**src/mips_id_pkg.sv**
```systemverilog
`default_nettype none

package mips_id_pkg;

    // instruction word layout
    localparam int OP_MSB     = 31;
    localparam int OP_W       = 6;
    localparam int RS_LSB     = 21;
    localparam int RT_LSB     = 16;
    localparam int RD_LSB     = 11;
    localparam int SA_LSB     = 6;
    localparam int FUNCT_W    = 6;
    localparam int IMM_W      = 16;
    localparam int SA_W       = 5;
    localparam int REG_ADDR_W = 5;

    typedef enum logic [5:0] {
        OP_SPECIAL = 6'b000000,
        OP_ADDI    = 6'b001000,
        OP_ADDIU   = 6'b001001,
        OP_SLTI    = 6'b001010,
        OP_SLTIU   = 6'b001011,
        OP_ANDI    = 6'b001100,
        OP_ORI     = 6'b001101,
        OP_XORI    = 6'b001110,
        OP_LUI     = 6'b001111
    } opcode_e;

    // SPECIAL function field, kept ops only
    typedef enum logic [5:0] {
        F_SLL  = 6'b000000, F_SRL  = 6'b000010, F_SRA  = 6'b000011,
        F_SLLV = 6'b000100, F_SRLV = 6'b000110, F_SRAV = 6'b000111,
        F_MOVZ = 6'b001010, F_MOVN = 6'b001011,
        F_ADD  = 6'b100000, F_ADDU = 6'b100001,
        F_SUB  = 6'b100010, F_SUBU = 6'b100011,
        F_AND  = 6'b100100, F_OR   = 6'b100101,
        F_XOR  = 6'b100110, F_NOR  = 6'b100111,
        F_SLT  = 6'b101010, F_SLTU = 6'b101011
    } funct_e;

    // immediate forms reuse these
    typedef enum logic [7:0] {
        ALU_NOP  = 8'h00,
        ALU_AND  = 8'h24, ALU_OR   = 8'h25, ALU_XOR  = 8'h26, ALU_NOR  = 8'h27,
        ALU_LUI  = 8'h5c,
        ALU_SLL  = 8'h7c, ALU_SRL  = 8'h02, ALU_SRA  = 8'h03,
        ALU_ADD  = 8'h20, ALU_ADDU = 8'h21, ALU_SUB  = 8'h22, ALU_SUBU = 8'h23,
        ALU_SLT  = 8'h2a, ALU_SLTU = 8'h2b,
        ALU_MOVZ = 8'h0a, ALU_MOVN = 8'h0b
    } aluop_e;

    typedef enum logic [2:0] {
        SEL_NOP   = 3'b000,
        SEL_LOGIC = 3'b001,
        SEL_SHIFT = 3'b010,
        SEL_MOVE  = 3'b011,
        SEL_ARITH = 3'b100
    } alusel_e;

endpackage

`default_nettype wire

```
**src/reg_file.sv**
```systemverilog
`timescale 1ns/10ps
`default_nettype none

module reg_file import mips_id_pkg::*; #(
    parameter int DATA_W = 32
) (
    input  wire logic                  clk,
    input  wire logic                  reset_i,
    input  wire logic                  we_i,
    input  wire logic [REG_ADDR_W-1:0] waddr_i,
    input  wire logic [DATA_W-1:0]     wdata_i,
    input  wire logic [REG_ADDR_W-1:0] raddr1_i,
    input  wire logic [REG_ADDR_W-1:0] raddr2_i,
    output logic      [DATA_W-1:0]     rdata1_o,
    output logic      [DATA_W-1:0]     rdata2_o
);

    localparam int NUM_REGS = 2 ** REG_ADDR_W;

    logic [DATA_W-1:0] regs [NUM_REGS];
    logic              wr_live;

    assign wr_live = we_i && (waddr_i != '0);  // $zero is never written

    always_ff @(posedge clk) begin
        if (reset_i) begin
            for (int i = 0; i < NUM_REGS; i++) begin
                regs[i] <= '0;
            end
        end else if (wr_live) begin
            regs[waddr_i] <= wdata_i;
        end
    end

    // write-through so the reader sees a write-back landing this edge
    function automatic logic [DATA_W-1:0] read_port(input logic [REG_ADDR_W-1:0] raddr);
        if (raddr == '0) begin
            return '0;
        end else if (wr_live && (raddr == waddr_i)) begin
            return wdata_i;
        end
        return regs[raddr];
    endfunction

    always_comb begin
        rdata1_o = read_port(raddr1_i);
        rdata2_o = read_port(raddr2_i);
    end

endmodule

`default_nettype wire

```
**src/inst_decoder.sv**
```systemverilog
`timescale 1ns/10ps
`default_nettype none

module inst_decoder import mips_id_pkg::*; #(
    parameter int DATA_W = 32
) (
    input  wire logic [31:0]           inst_i,
    output logic                       rd1_en_o,
    output logic                       rd2_en_o,
    output aluop_e                     aluop_o,
    output alusel_e                    alusel_o,
    output logic      [DATA_W-1:0]     imm_o,
    output logic      [REG_ADDR_W-1:0] wd_o,
    output logic                       wreg_o,
    output logic                       cond_move_o,
    output logic                       invalid_o
);

    // operand and destination layout of a decoded word
    typedef enum logic [2:0] {
        FORM_NONE,
        FORM_RR,
        FORM_MOVE,
        FORM_SHIFT_SA,
        FORM_IMM_ZX,
        FORM_IMM_SX,
        FORM_IMM_HI
    } form_e;

    opcode_e               opcode;
    funct_e                funct;
    form_e                 form;
    logic [REG_ADDR_W-1:0] rs;
    logic [REG_ADDR_W-1:0] rt;
    logic [REG_ADDR_W-1:0] rd;
    logic [SA_W-1:0]       sa;
    logic [IMM_W-1:0]      imm16;
    logic                  sa_shift;

    assign opcode = opcode_e'(inst_i[OP_MSB -: OP_W]);
    assign funct  = funct_e'(inst_i[FUNCT_W-1:0]);
    assign rs     = inst_i[RS_LSB +: REG_ADDR_W];
    assign rt     = inst_i[RT_LSB +: REG_ADDR_W];
    assign rd     = inst_i[RD_LSB +: REG_ADDR_W];
    assign sa     = inst_i[SA_LSB +: SA_W];
    assign imm16  = inst_i[IMM_W-1:0];

    // sll/srl/sra need the top eleven bits clear
    assign sa_shift = (opcode == OP_SPECIAL) && (rs == '0) &&
                      (funct inside {F_SLL, F_SRL, F_SRA});

    always_comb begin
        aluop_o = ALU_NOP;
        case (opcode)
            OP_ORI:   aluop_o = ALU_OR;
            OP_ANDI:  aluop_o = ALU_AND;
            OP_XORI:  aluop_o = ALU_XOR;
            OP_LUI:   aluop_o = ALU_LUI;
            OP_SLTI:  aluop_o = ALU_SLT;
            OP_SLTIU: aluop_o = ALU_SLTU;
            OP_ADDI:  aluop_o = ALU_ADD;
            OP_ADDIU: aluop_o = ALU_ADDU;
            OP_SPECIAL: begin
                if (sa_shift) begin
                    case (funct)
                        F_SRL:   aluop_o = ALU_SRL;
                        F_SRA:   aluop_o = ALU_SRA;
                        default: aluop_o = ALU_SLL;
                    endcase
                end else if (sa == '0) begin  // register-register forms
                    case (funct)
                        F_AND:   aluop_o = ALU_AND;
                        F_OR:    aluop_o = ALU_OR;
                        F_XOR:   aluop_o = ALU_XOR;
                        F_NOR:   aluop_o = ALU_NOR;
                        F_SLLV:  aluop_o = ALU_SLL;
                        F_SRLV:  aluop_o = ALU_SRL;
                        F_SRAV:  aluop_o = ALU_SRA;
                        F_ADD:   aluop_o = ALU_ADD;
                        F_ADDU:  aluop_o = ALU_ADDU;
                        F_SUB:   aluop_o = ALU_SUB;
                        F_SUBU:  aluop_o = ALU_SUBU;
                        F_SLT:   aluop_o = ALU_SLT;
                        F_SLTU:  aluop_o = ALU_SLTU;
                        F_MOVN:  aluop_o = ALU_MOVN;
                        F_MOVZ:  aluop_o = ALU_MOVZ;
                        default: aluop_o = ALU_NOP;
                    endcase
                end
            end
            default:  aluop_o = ALU_NOP;
        endcase
    end

    always_comb begin
        case (opcode)
            OP_ORI, OP_ANDI, OP_XORI:             form = FORM_IMM_ZX;
            OP_LUI:                               form = FORM_IMM_HI;
            OP_SLTI, OP_SLTIU, OP_ADDI, OP_ADDIU: form = FORM_IMM_SX;
            OP_SPECIAL: begin
                if (sa_shift) begin
                    form = FORM_SHIFT_SA;
                end else if (aluop_o inside {ALU_MOVN, ALU_MOVZ}) begin
                    form = FORM_MOVE;
                end else begin
                    form = (aluop_o == ALU_NOP) ? FORM_NONE : FORM_RR;
                end
            end
            default:                              form = FORM_NONE;
        endcase
    end

    always_comb begin
        case (aluop_o)
            ALU_AND, ALU_OR, ALU_XOR, ALU_NOR, ALU_LUI:   alusel_o = SEL_LOGIC;
            ALU_SLL, ALU_SRL, ALU_SRA:                    alusel_o = SEL_SHIFT;
            ALU_MOVN, ALU_MOVZ:                           alusel_o = SEL_MOVE;
            ALU_NOP:                                      alusel_o = SEL_NOP;
            default:                                      alusel_o = SEL_ARITH;
        endcase
    end

    always_comb begin
        rd1_en_o = 1'b0;
        rd2_en_o = 1'b0;
        wd_o     = '0;
        imm_o    = '0;
        case (form)
            FORM_RR, FORM_MOVE: begin
                rd1_en_o = 1'b1;
                rd2_en_o = 1'b1;
                wd_o     = rd;
            end
            FORM_SHIFT_SA: begin
                rd2_en_o = 1'b1;
                wd_o     = rd;
                imm_o    = DATA_W'(sa);
            end
            FORM_IMM_ZX, FORM_IMM_SX, FORM_IMM_HI: begin
                rd1_en_o = 1'b1;
                wd_o     = rt;
                if (form == FORM_IMM_SX) begin
                    imm_o = DATA_W'($signed(imm16));
                end else if (form == FORM_IMM_HI) begin
                    imm_o = DATA_W'(imm16) << (DATA_W - IMM_W);
                end else begin
                    imm_o = DATA_W'(imm16);
                end
            end
            default: ;
        endcase
        wreg_o      = (form != FORM_NONE) && (form != FORM_MOVE);
        cond_move_o = (form == FORM_MOVE);  // selector decides wreg
        invalid_o   = (form == FORM_NONE);
    end

endmodule

`default_nettype wire

```
**src/operand_select.sv**
```systemverilog
`timescale 1ns/10ps
`default_nettype none

module operand_select import mips_id_pkg::*; #(
    parameter int DATA_W = 32
) (
    input  wire logic                  clk,
    input  wire logic                  reset_i,
    input  wire logic [REG_ADDR_W-1:0] rs_i,
    input  wire logic [REG_ADDR_W-1:0] rt_i,
    input  wire logic                  rd1_en_i,
    input  wire logic                  rd2_en_i,
    input  wire aluop_e                aluop_i,
    input  wire alusel_e               alusel_i,
    input  wire logic [DATA_W-1:0]     imm_i,
    input  wire logic [REG_ADDR_W-1:0] wd_i,
    input  wire logic                  wreg_i,
    input  wire logic                  cond_move_i,
    input  wire logic                  invalid_i,
    input  wire logic [DATA_W-1:0]     rdata1_i,
    input  wire logic [DATA_W-1:0]     rdata2_i,
    input  wire logic                  ex_wreg_i,
    input  wire logic [REG_ADDR_W-1:0] ex_wd_i,
    input  wire logic [DATA_W-1:0]     ex_wdata_i,
    input  wire logic                  mem_wreg_i,
    input  wire logic [REG_ADDR_W-1:0] mem_wd_i,
    input  wire logic [DATA_W-1:0]     mem_wdata_i,
    output aluop_e                     aluop_o,
    output alusel_e                    alusel_o,
    output logic      [DATA_W-1:0]     reg1_o,
    output logic      [DATA_W-1:0]     reg2_o,
    output logic      [REG_ADDR_W-1:0] wd_o,
    output logic                       wreg_o,
    output logic                       inst_invalid_o
);

    logic [DATA_W-1:0] op1;
    logic [DATA_W-1:0] op2;
    logic              wreg_final;

    // EX data is newest, then MEM, then the register file
    function automatic logic [DATA_W-1:0] pick(
        input logic                  en,
        input logic [REG_ADDR_W-1:0] addr,
        input logic [DATA_W-1:0]     rf_data
    );
        if (!en) begin
            return imm_i;
        end else if (ex_wreg_i && (ex_wd_i == addr)) begin
            return ex_wdata_i;
        end else if (mem_wreg_i && (mem_wd_i == addr)) begin
            return mem_wdata_i;
        end
        return rf_data;
    endfunction

    always_comb begin
        op1        = pick(rd1_en_i, rs_i, rdata1_i);
        op2        = pick(rd2_en_i, rt_i, rdata2_i);
        wreg_final = wreg_i;
        if (cond_move_i) begin  // movn on nonzero, movz on zero
            wreg_final = (aluop_i == ALU_MOVN) ? (op2 != '0) : (op2 == '0);
        end
    end

    always_ff @(posedge clk) begin
        if (reset_i) begin
            aluop_o        <= ALU_NOP;
            alusel_o       <= SEL_NOP;
            reg1_o         <= '0;
            reg2_o         <= '0;
            wd_o           <= '0;
            wreg_o         <= 1'b0;
            inst_invalid_o <= 1'b0;
        end else begin
            aluop_o        <= aluop_i;
            alusel_o       <= alusel_i;
            reg1_o         <= op1;
            reg2_o         <= op2;
            wd_o           <= wd_i;
            wreg_o         <= wreg_final;
            inst_invalid_o <= invalid_i;
        end
    end

    // decoder and move resolution must never write for a bad word
    assert property (@(posedge clk) disable iff (reset_i) wreg_o |-> !inst_invalid_o)
        else $error("operand_select: write enabled on an invalid instruction");

endmodule

`default_nettype wire

```
**src/id_stage.sv**
```systemverilog
`timescale 1ns/10ps
`default_nettype none

module id_stage import mips_id_pkg::*; #(
    parameter int DATA_W = 32
) (
    input  wire logic                  clk,
    input  wire logic                  reset_i,
    input  wire logic [31:0]           inst_i,
    input  wire logic                  wb_we_i,
    input  wire logic [REG_ADDR_W-1:0] wb_addr_i,
    input  wire logic [DATA_W-1:0]     wb_data_i,
    input  wire logic                  ex_wreg_i,
    input  wire logic [REG_ADDR_W-1:0] ex_wd_i,
    input  wire logic [DATA_W-1:0]     ex_wdata_i,
    input  wire logic                  mem_wreg_i,
    input  wire logic [REG_ADDR_W-1:0] mem_wd_i,
    input  wire logic [DATA_W-1:0]     mem_wdata_i,
    output aluop_e                     aluop_o,
    output alusel_e                    alusel_o,
    output logic      [DATA_W-1:0]     reg1_o,
    output logic      [DATA_W-1:0]     reg2_o,
    output logic      [REG_ADDR_W-1:0] wd_o,
    output logic                       wreg_o,
    output logic                       inst_invalid_o
);

    logic [REG_ADDR_W-1:0] rs;
    logic [REG_ADDR_W-1:0] rt;
    logic [DATA_W-1:0]     rd1_data;
    logic [DATA_W-1:0]     rd2_data;
    logic                  rd1_en;
    logic                  rd2_en;
    aluop_e                aluop;
    alusel_e               alusel;
    logic [DATA_W-1:0]     imm;
    logic [REG_ADDR_W-1:0] wd;
    logic                  wreg;
    logic                  cond_move;
    logic                  invalid;

    // read addresses go out before decode settles
    assign rs = inst_i[RS_LSB +: REG_ADDR_W];
    assign rt = inst_i[RT_LSB +: REG_ADDR_W];

    reg_file #(.DATA_W(DATA_W)) u_reg_file (
        .clk      (clk),
        .reset_i  (reset_i),
        .we_i     (wb_we_i),
        .waddr_i  (wb_addr_i),
        .wdata_i  (wb_data_i),
        .raddr1_i (rs),
        .raddr2_i (rt),
        .rdata1_o (rd1_data),
        .rdata2_o (rd2_data)
    );

    inst_decoder #(.DATA_W(DATA_W)) u_inst_decoder (
        .inst_i      (inst_i),
        .rd1_en_o    (rd1_en),
        .rd2_en_o    (rd2_en),
        .aluop_o     (aluop),
        .alusel_o    (alusel),
        .imm_o       (imm),
        .wd_o        (wd),
        .wreg_o      (wreg),
        .cond_move_o (cond_move),
        .invalid_o   (invalid)
    );

    operand_select #(.DATA_W(DATA_W)) u_operand_select (
        .clk            (clk),
        .reset_i        (reset_i),
        .rs_i           (rs),
        .rt_i           (rt),
        .rd1_en_i       (rd1_en),
        .rd2_en_i       (rd2_en),
        .aluop_i        (aluop),
        .alusel_i       (alusel),
        .imm_i          (imm),
        .wd_i           (wd),
        .wreg_i         (wreg),
        .cond_move_i    (cond_move),
        .invalid_i      (invalid),
        .rdata1_i       (rd1_data),
        .rdata2_i       (rd2_data),
        .ex_wreg_i      (ex_wreg_i),
        .ex_wd_i        (ex_wd_i),
        .ex_wdata_i     (ex_wdata_i),
        .mem_wreg_i     (mem_wreg_i),
        .mem_wd_i       (mem_wd_i),
        .mem_wdata_i    (mem_wdata_i),
        .aluop_o        (aluop_o),
        .alusel_o       (alusel_o),
        .reg1_o         (reg1_o),
        .reg2_o         (reg2_o),
        .wd_o           (wd_o),
        .wreg_o         (wreg_o),
        .inst_invalid_o (inst_invalid_o)
    );

endmodule

`default_nettype wire

```
**config.mk**
```make
export PLATFORM = sky130hd
export DESIGN_NAME = id_stage
export DESIGN_NICKNAME = d
export VERILOG_FILES = /design/src/mips_id_pkg.sv /design/src/reg_file.sv /design/src/inst_decoder.sv /design/src/operand_select.sv /design/src/id_stage.sv
export SDC_FILE = /design/constraint.sdc
export NUM_CORES = 2
export LEC_CHECK = 0
export BUFFER_PORTS_ARGS = -buffer_cell sky130_fd_sc_hd__buf_2
export CAP_MARGIN = 15
export CORE_ASPECT_RATIO = 1.75
export CORE_MARGIN = 2
export CORE_UTILIZATION = 30
export DETAILED_ROUTE_END_ITERATION = 10
export PLACE_DENSITY = 0.43
export SLEW_MARGIN = 20
export SYNTH_ARGS = -nofsm -noshare
export SYNTH_HDL_FRONTEND = slang
export SYNTH_SLANG_ARGS = --single-unit
```
**constraint.sdc**
```tcl
create_clock -name clk -period 3.8 [get_ports clk]
set_clock_uncertainty 0.05 [all_clocks]
set_input_delay 0.19 -clock clk [delete_from_list [all_inputs] [get_ports clk]]
set_output_delay 0.19 -clock clk [all_outputs]
set_load 0.01 [all_outputs]
```
**After elaboration in Yosys (flattened, before gate mapping)**

Memories as Yosys holds them, arrays and structs flattened.
Index checks and enable logic that the tools add are counted.

- Register bits after elaboration: 82
- RAM bits: 1024
- Memory bits (read-only): 448
- Bits of input ports: 148
- Output and inout bits: 82
- Logic and storage cells: 123
- Memories kept: 2

Memories:

| memory | words | width | read ports | clocked after Yosys merged registers in | write ports | line | RTL |
|---|---|---|---|---|---|---|---|
| u_reg_file.regs | 32 | 32 | 2 | 0 | 32 | reg_file.sv:20 | `logic [DATA_W-1:0] regs [NUM_REGS];` |
| (name not given) | 64 | 7 | 1 | 0 | 0 | inst_decoder.sv:71 | `case (funct)` |

- Eq/ne operators: 33
- Muxes and demuxes: 49
- Reduce and logical (&&, ||, !) cells: 32

Operator list:

| kind | count |
|---|---|
| two-way mux 32 bit | 17 |
| one-hot mux 8 bit (9 select lines) | 1 |
| one-hot mux 32 bit (2 select lines) | 1 |
| equality test 6 x 4 -> 1 bit, second input constant | 8 |
| equality test 8 x 6 -> 1 bit, second input constant | 4 |
| zero test 32 bit | 1 |
| nonzero test 32 bit | 1 |
| OR reduction 32 bit | 1 |
| equality test 5 bit | 6 |
| one-hot mux 3 bit (4 select lines) | 2 |
| two-way mux 1 bit | 21 |
| equality test 8 x 2 -> 1 bit, second input constant | 2 |
| equality test 8 x 4 -> 1 bit, second input constant | 2 |
| equality test 8 x 7 -> 1 bit, second input constant | 2 |
| two-way mux 8 bit | 2 |
| zero test 5 bit | 3 |
| one-hot mux 7 bit (2 select lines) | 1 |
| equality test 6 x 2 -> 1 bit, second input constant | 2 |
| zero test 6 bit | 2 |
| OR reduction 3 bit | 4 |
| logical AND 1 bit | 10 |
| one-hot mux 5 bit (2 select lines) | 1 |
| OR reduction 5 bit | 2 |
| equality test 3 bit, second input constant | 3 |
| 12 further kinds | 15 |

**Logic depth before layout (Yosys ltp)**

- Depth in word-level cells: 19
- Mapped depth: 18
- Mapped depth without buffers: 11

**By module**

From an unflattened synthesis, not the netlist that was laid out.

- Cells, all modules: 4529
- Area total of the unflattened synthesis: 61111.1 µm²

Modules (own cells, without submodules):

| module | times used | cells an instance | area each (µm²) | sequential area each (µm²) |
|---|---|---|---|---|
| reg_file | 1 | 3749 | 55538.3 | 30749.5 |
| operand_select | 1 | 633 | 4608.2 | 1641.6 |
| inst_decoder | 1 | 147 | 964.7 | 0.0 |

**Worst setup path after synthesis**

OpenSTA, ideal clock, no wires.

- Path kind: input port to flip-flop
- Start point: input inst_i[17]
- End point: register u_operand_select.wreg_o
- Library setup time: 132 ps
- Arrival time: 3206 ps
- Required time: 3618 ps
- Path slack: 412 ps
- Stages: 13
- Buffers on the path: 4
- Path through: buf_4 buf_2 buf_1 buf_2 mux4_2 mux4_2 a221oi_1 nor2_1 o22ai_1 nand4_1 nor4_2 a31o_1 o211ai_1

- Cells in the longest elaborated chain, start to end: 9
- Elaborated cells between the ends (all ways): 22
- Classes of those cells: 3 x eq/ne; 12 x mux; 6 x reduce/logical; 1 x memory

Ends and longest elaborated chain:

| what | line | RTL |
|---|---|---|
| start: declaration | id_stage.sv:9 | `input wire logic [31:0] inst_i,` |
| branches (longest 5 deep; another with memory read (32 x 32 bit)) | n/a |  |
| two-way mux 32 bit * | operand_select.sv:54 | `return rf_data;` |
| zero test 32 bit / nonzero test 32 bit (equally long branches) | operand_select.sv:62 | `wreg_final = (aluop_i == ALU_MOVN) ? (op2 != '0) : (op2 == '0);` |
| two-way mux 1 bit * | operand_select.sv:62 |  |
| two-way mux 1 bit * | operand_select.sv:61 | `if (cond_move_i) begin` |
| end signal: assignment | operand_select.sv:81 | `wreg_o <= wreg_final;` |
| end: declaration | operand_select.sv:33 | `output logic wreg_o,` |

Mark *: on every way between the ends.
A chain may end at the register's enable or synchronous reset.

==> metrics.md <==
| Metric | Value |
|---|---|
| Int Pwr | about 22000 uW |
| 1st-pass router iterations | 5 |
| Initial Util | 0.302 |
| WL per Instance | around 38 um |
| Final hold violation count | 0 |
| Iter 0 DRT Violations | ~4400 |
| Final period util | 1.01 |
| CP Class | reg -> reg |
| Clk root buf | clkbuf_16 |
| Tmin final | around 3.8 ns |
| Post-Route Setup TNS | -0.0255 ns |
| Core ar. | approximately 0.20 mm2 |
| Placed Area | between 0.06 and 0.07 mm2 |
| Row count | about 220 |
| Setup Viol. Count Final | 1 |
| Crit. End Element | register |
| Syn-to-layout area delta | 18.4% |
| Largest net degree at the start of global routing | 83 |
| Crit path launch type | register |
| Clock Latency Late Sink | between 0.7 and 0.8 ns |
| Initial antenna violation count | 30 |
| Worst Path Required | 4.33 ns |
| Mapped Area | between 0.05 and 0.06 mm2 |
| Max rail drop VDD | 381 uV |
| Achievable Freq | approximately 0.26 GHz |
| Seq/Total Area, Yosys | 0.541 |
| Combinational power share | 0.150 |
| Lkg Pwr | 0.0247 uW |
| Clk sinks | around 1100 |
| Syn Inst Count | 4115 |
| Relative slew margins | 0.316 |
| Reg2Reg Depth | 11 |
| Ys flop type | edfxtp_1 |
| PwrDens | around 420 mW/mm2 |
| Reg-to-Reg End | u_operand_select.wreg_o |
| Tightest Hold Check Type | in -> reg |
| Total wire length | approximately 280000 um |
| Asr flop ratio synth | 0 |
| Sw frac | 0.271 |
| DPL Wire Length | between 150000 and 200000 um |
| Hold Startpoint | mem_wdata_i[25] |
| DR DRC count | 0 |
| Setup ws final | -0.0255 ns |
| Warnings, synthesis | 0 |
| First-pass GRT wire length | 371000 um |
| Number of flops mapped to enable cells by yosys | 1024 |
| Clock share of power | 0.370 |
| Clock Path Buffers | 3 |
| Syn Area/Cell | between 10 and 15 um2 |
| Max-cap violations | 0 |
| RePlAce Congestion | about 0.94 |
| Minimum setup slack among reg-to-reg paths | -0.03 ns |
| TritonCTS Buffers | 106 |
| Die area | approximately 0.20 mm2 |
| Top-Level Pins | 230 |
| Pre-CTS setup slack | -0.446 ns |
| Hold path depth | 5 |
| Layout net count | approximately 4600 |
| Via count | about 40000 |
| Flop pwr share | 0.480 |
| Netlist cell types | 77 |
| Fillers | ~19000 |
| Worst slew pin tran | about 1.0 ns |
| Die Wd | 341 um |
| Status | finished with violations |
| RSZ-0062 raised after global routing | false |
| Worst-path maximum fanout | 2 |
| Die span in y | 594 um |
| H-tree Lvls | 3 |
| Buffers on Ports | around 230 |
| Number of global-route vias before repair | roughly 43000 |
| CP arrival | between 4 and 5 ns |
| Share of cells above drive strength 1 | 0.309 |
| R2r startpoint | u_reg_file.regs[13][7] |
| Via density | around 5.7 |
| Pins Over Slew Limit | 0 |
| Tot GR Track Use | 0.269 |
| CTS tree | built |
| Seq cells post-synth | about 1100 |
| Gr ovfl total | 0 |
| Hold Crit Endpoint | u_operand_select.reg1_o[25] |
| Switching power | between 8000 and 9000 uW |
| ANT nets after route | 0 |
| CTS clk-pin slew, worst paths | around 0.07 ns |
| Fin area | roughly 0.07 mm2 |
| Failing checks | setup timing |
==> registers in the layout, indices dropped and copies added, names as in the netlist <==
| register | flops |
|---|---|
| u_operand_select.wreg_o | 1 |
| u_operand_select.inst_invalid_o | 1 |
| u_operand_select.wd_o | 5 |
| u_operand_select.reg1_o | 32 |
| u_reg_file.regs | 1024 |
| u_operand_select.alusel_o | 3 |
| u_operand_select.aluop_o | 6 |
| u_operand_select.reg2_o | 32 |
==> area by class of cell <==
| type | instances | area, um2 | share of cell area |
|---|---|---|---|
| Inverter | 8 | 32.5 | 0.000460 |
| Clock inverter | 67 | 624 | 0.00882 |
| Clock buffer | 126 | 2770 | 0.0391 |
| Multi-Input combinational cell | 2604 | 25900 | 0.367 |
| Timing Repair Buffer | 673 | 5730 | 0.0810 |
| Sequential cell | 1104 | 32400 | 0.457 |
| Tap cell | 2616 | 3270 | 0.0463 |
| Antenna cell | 17 | 42.5 | 0.000601 |
==> critical path, stage by stage, from the launching register on <==
cell and delay (ns):
edfxtp_1 0.40, mux4_1 0.52, mux4_2 0.48, a22oi_2 0.34, nor2_1 0.08, a21oi_1 0.50, buf_4 0.25, o22ai_1 0.10
nand4bb_1 0.35, nor4_2 0.33, a31o_1 0.18, o211ai_1 0.08
==> synthesized netlist by cell type, types with 4 or more instances <==
cell / n / area, um2
a211oi_1: 23 / 173
a21o_1: 6 / 45.0
a21oi_1: 78 / 390
a221o_1: 5 / 50.1
a221oi_1: 27 / 236
a22o_1: 4 / 35.0
a22oi_1: 45 / 338
a31oi_1: 7 / 43.8
a32o_1: 5 / 50.1
and2_1: 1000 / 6260
and3_1: 9 / 56.3
and3b_1: 4 / 35.0
buf_1: 43 / 161
buf_2: 48 / 240
buf_4: 14 / 105
clkbuf_1: 318 / 1190
dfxtp_1: 80 / 1600
edfxtp_1: 1024 / 30700
inv_1: 8 / 30.0
mux2_2: 5 / 56.3
mux2i_1: 136 / 1360
mux4_1: 15 / 394
mux4_2: 554 / 12500
nand2_1: 92 / 345
nand2b_1: 8 / 50.1
nand3_1: 23 / 115
nand4_1: 12 / 75.1
nor2_1: 165 / 619
nor2b_1: 13 / 81.3
nor3_1: 43 / 215
nor4_1: 8 / 50.1
o211ai_1: 7 / 52.6
o21ai_0: 85 / 425
o22ai_1: 22 / 138
o31a_1: 5 / 43.8
o31ai_1: 10 / 75.1
or2_2: 39 / 244
or3_1: 31 / 194
xnor2_1: 10 / 87.6
xor2_1: 21 / 184
==> routing by layer <==
layer / global-route usage / vias up / wire (um) / share of wire
met2: 0.483 / 1976 / 143000 / 0.52
met3: 0.0381 / 669 / 16400 / 0.059
met4: 0.153 / 16 / 18800 / 0.068
met1: 0.304 / 21700 / 98800 / 0.36
met5: 0 / - / 98 / 0.00035
li1: - / 16500 / - / -
==> kinds of logic (layout without fill, tap and decap cells) <==
| kind of cell | count (synthesis) | in the layout | share of synthesized area |
|---|---|---|---|
| multiplexers | 711 | 711 | 0.240 |
| other | 1 | 50 | 0.0000628 |
| flip-flops | 1104 | 1104 | 0.541 |
| AND/OR/NAND/NOR | 1465 | 1465 | 0.143 |
| AO/OA/AOI/OAI | 364 | 364 | 0.0407 |
| buffers and inverters | 439 | 874 | 0.0310 |
| XOR/XNOR | 31 | 31 | 0.00454 |
==> worst max path at each step <==
stage | startpoint | endpoint | slack (ns)
after floorplan | inst_i[17] | u_operand_select.wreg_o | 0.41
after global placement | inst_i[16] | u_operand_select.wreg_o | -0.51
after detailed placement | inst_i[16] | u_operand_select.wreg_o | -0.45
after CTS | inst_i[0] | u_operand_select.reg1_o[0] | 0.05
after global routing | u_reg_file.regs[12][7] | u_operand_select.wreg_o | 0.03
final | u_reg_file.regs[13][7] | u_operand_select.wreg_o | -0.03
==> stage by stage <==
stage                util  power (uW)  cells  hold WS (ns)
floorplan               -       16700   4147         0.288
global placement    0.337       18900   6937         0.446
detailed placement  0.337       18900   6937         0.442
CTS                 0.357       29900   7194       0.00354
global route        0.358       30500   7200        0.0551
finish              0.358       29700   7215        0.0225
==> what timing repair did <==
item	4_1_cts	5_1_grt
pin swaps	0	2
setup buffers	0	2
setup endpoints to repair	1	1
gates cloned	0	2
endpoints found under the hold margin	49	0
hold buffers	64	0
resized for setup	1	4
==> power by group through the flow <==
stage / combinational [uW] / sequential (uW) / clock (uW)
2_1_floorplan: 2290 / 14400 / 0
3_3_place_gp: 4390 / 14500 / 0
3_5_place_dp: 4390 / 14500 / 0
4_1_cts: 4460 / 14300 / 11200
5_1_grt: 4610 / 14300 / 11500
6_report: 4470 / 14300 / 11000
==> placed cells by master, fill, tap and decap left out, types with 12 or more instances in the layout <==
master            n
a211oi_1         23
a21oi_1          77
a221oi_1         27
a22oi_1          44
and2_1         1000
buf_12           80
buf_2           218
buf_4           302
clkbuf_1         18
clkbuf_16       109
clkinv_1         24
clkinv_2         21
conb_1           33
dfxtp_1          80
diode_2          17
dlygate4sd3_1    64
edfxtp_1       1024
mux2i_1         136
mux4_1           15
mux4_2          554
nand2_1          92
nand3_1          23
nand4_1          12
nor2_1          130
nor2_4           31
nor2b_1          12
nor3_1           43
o21ai_0          84
o22ai_1          22
or2_2            39
or3_1            31
xor2_1           21
Power figures use the tool's default switching activity.
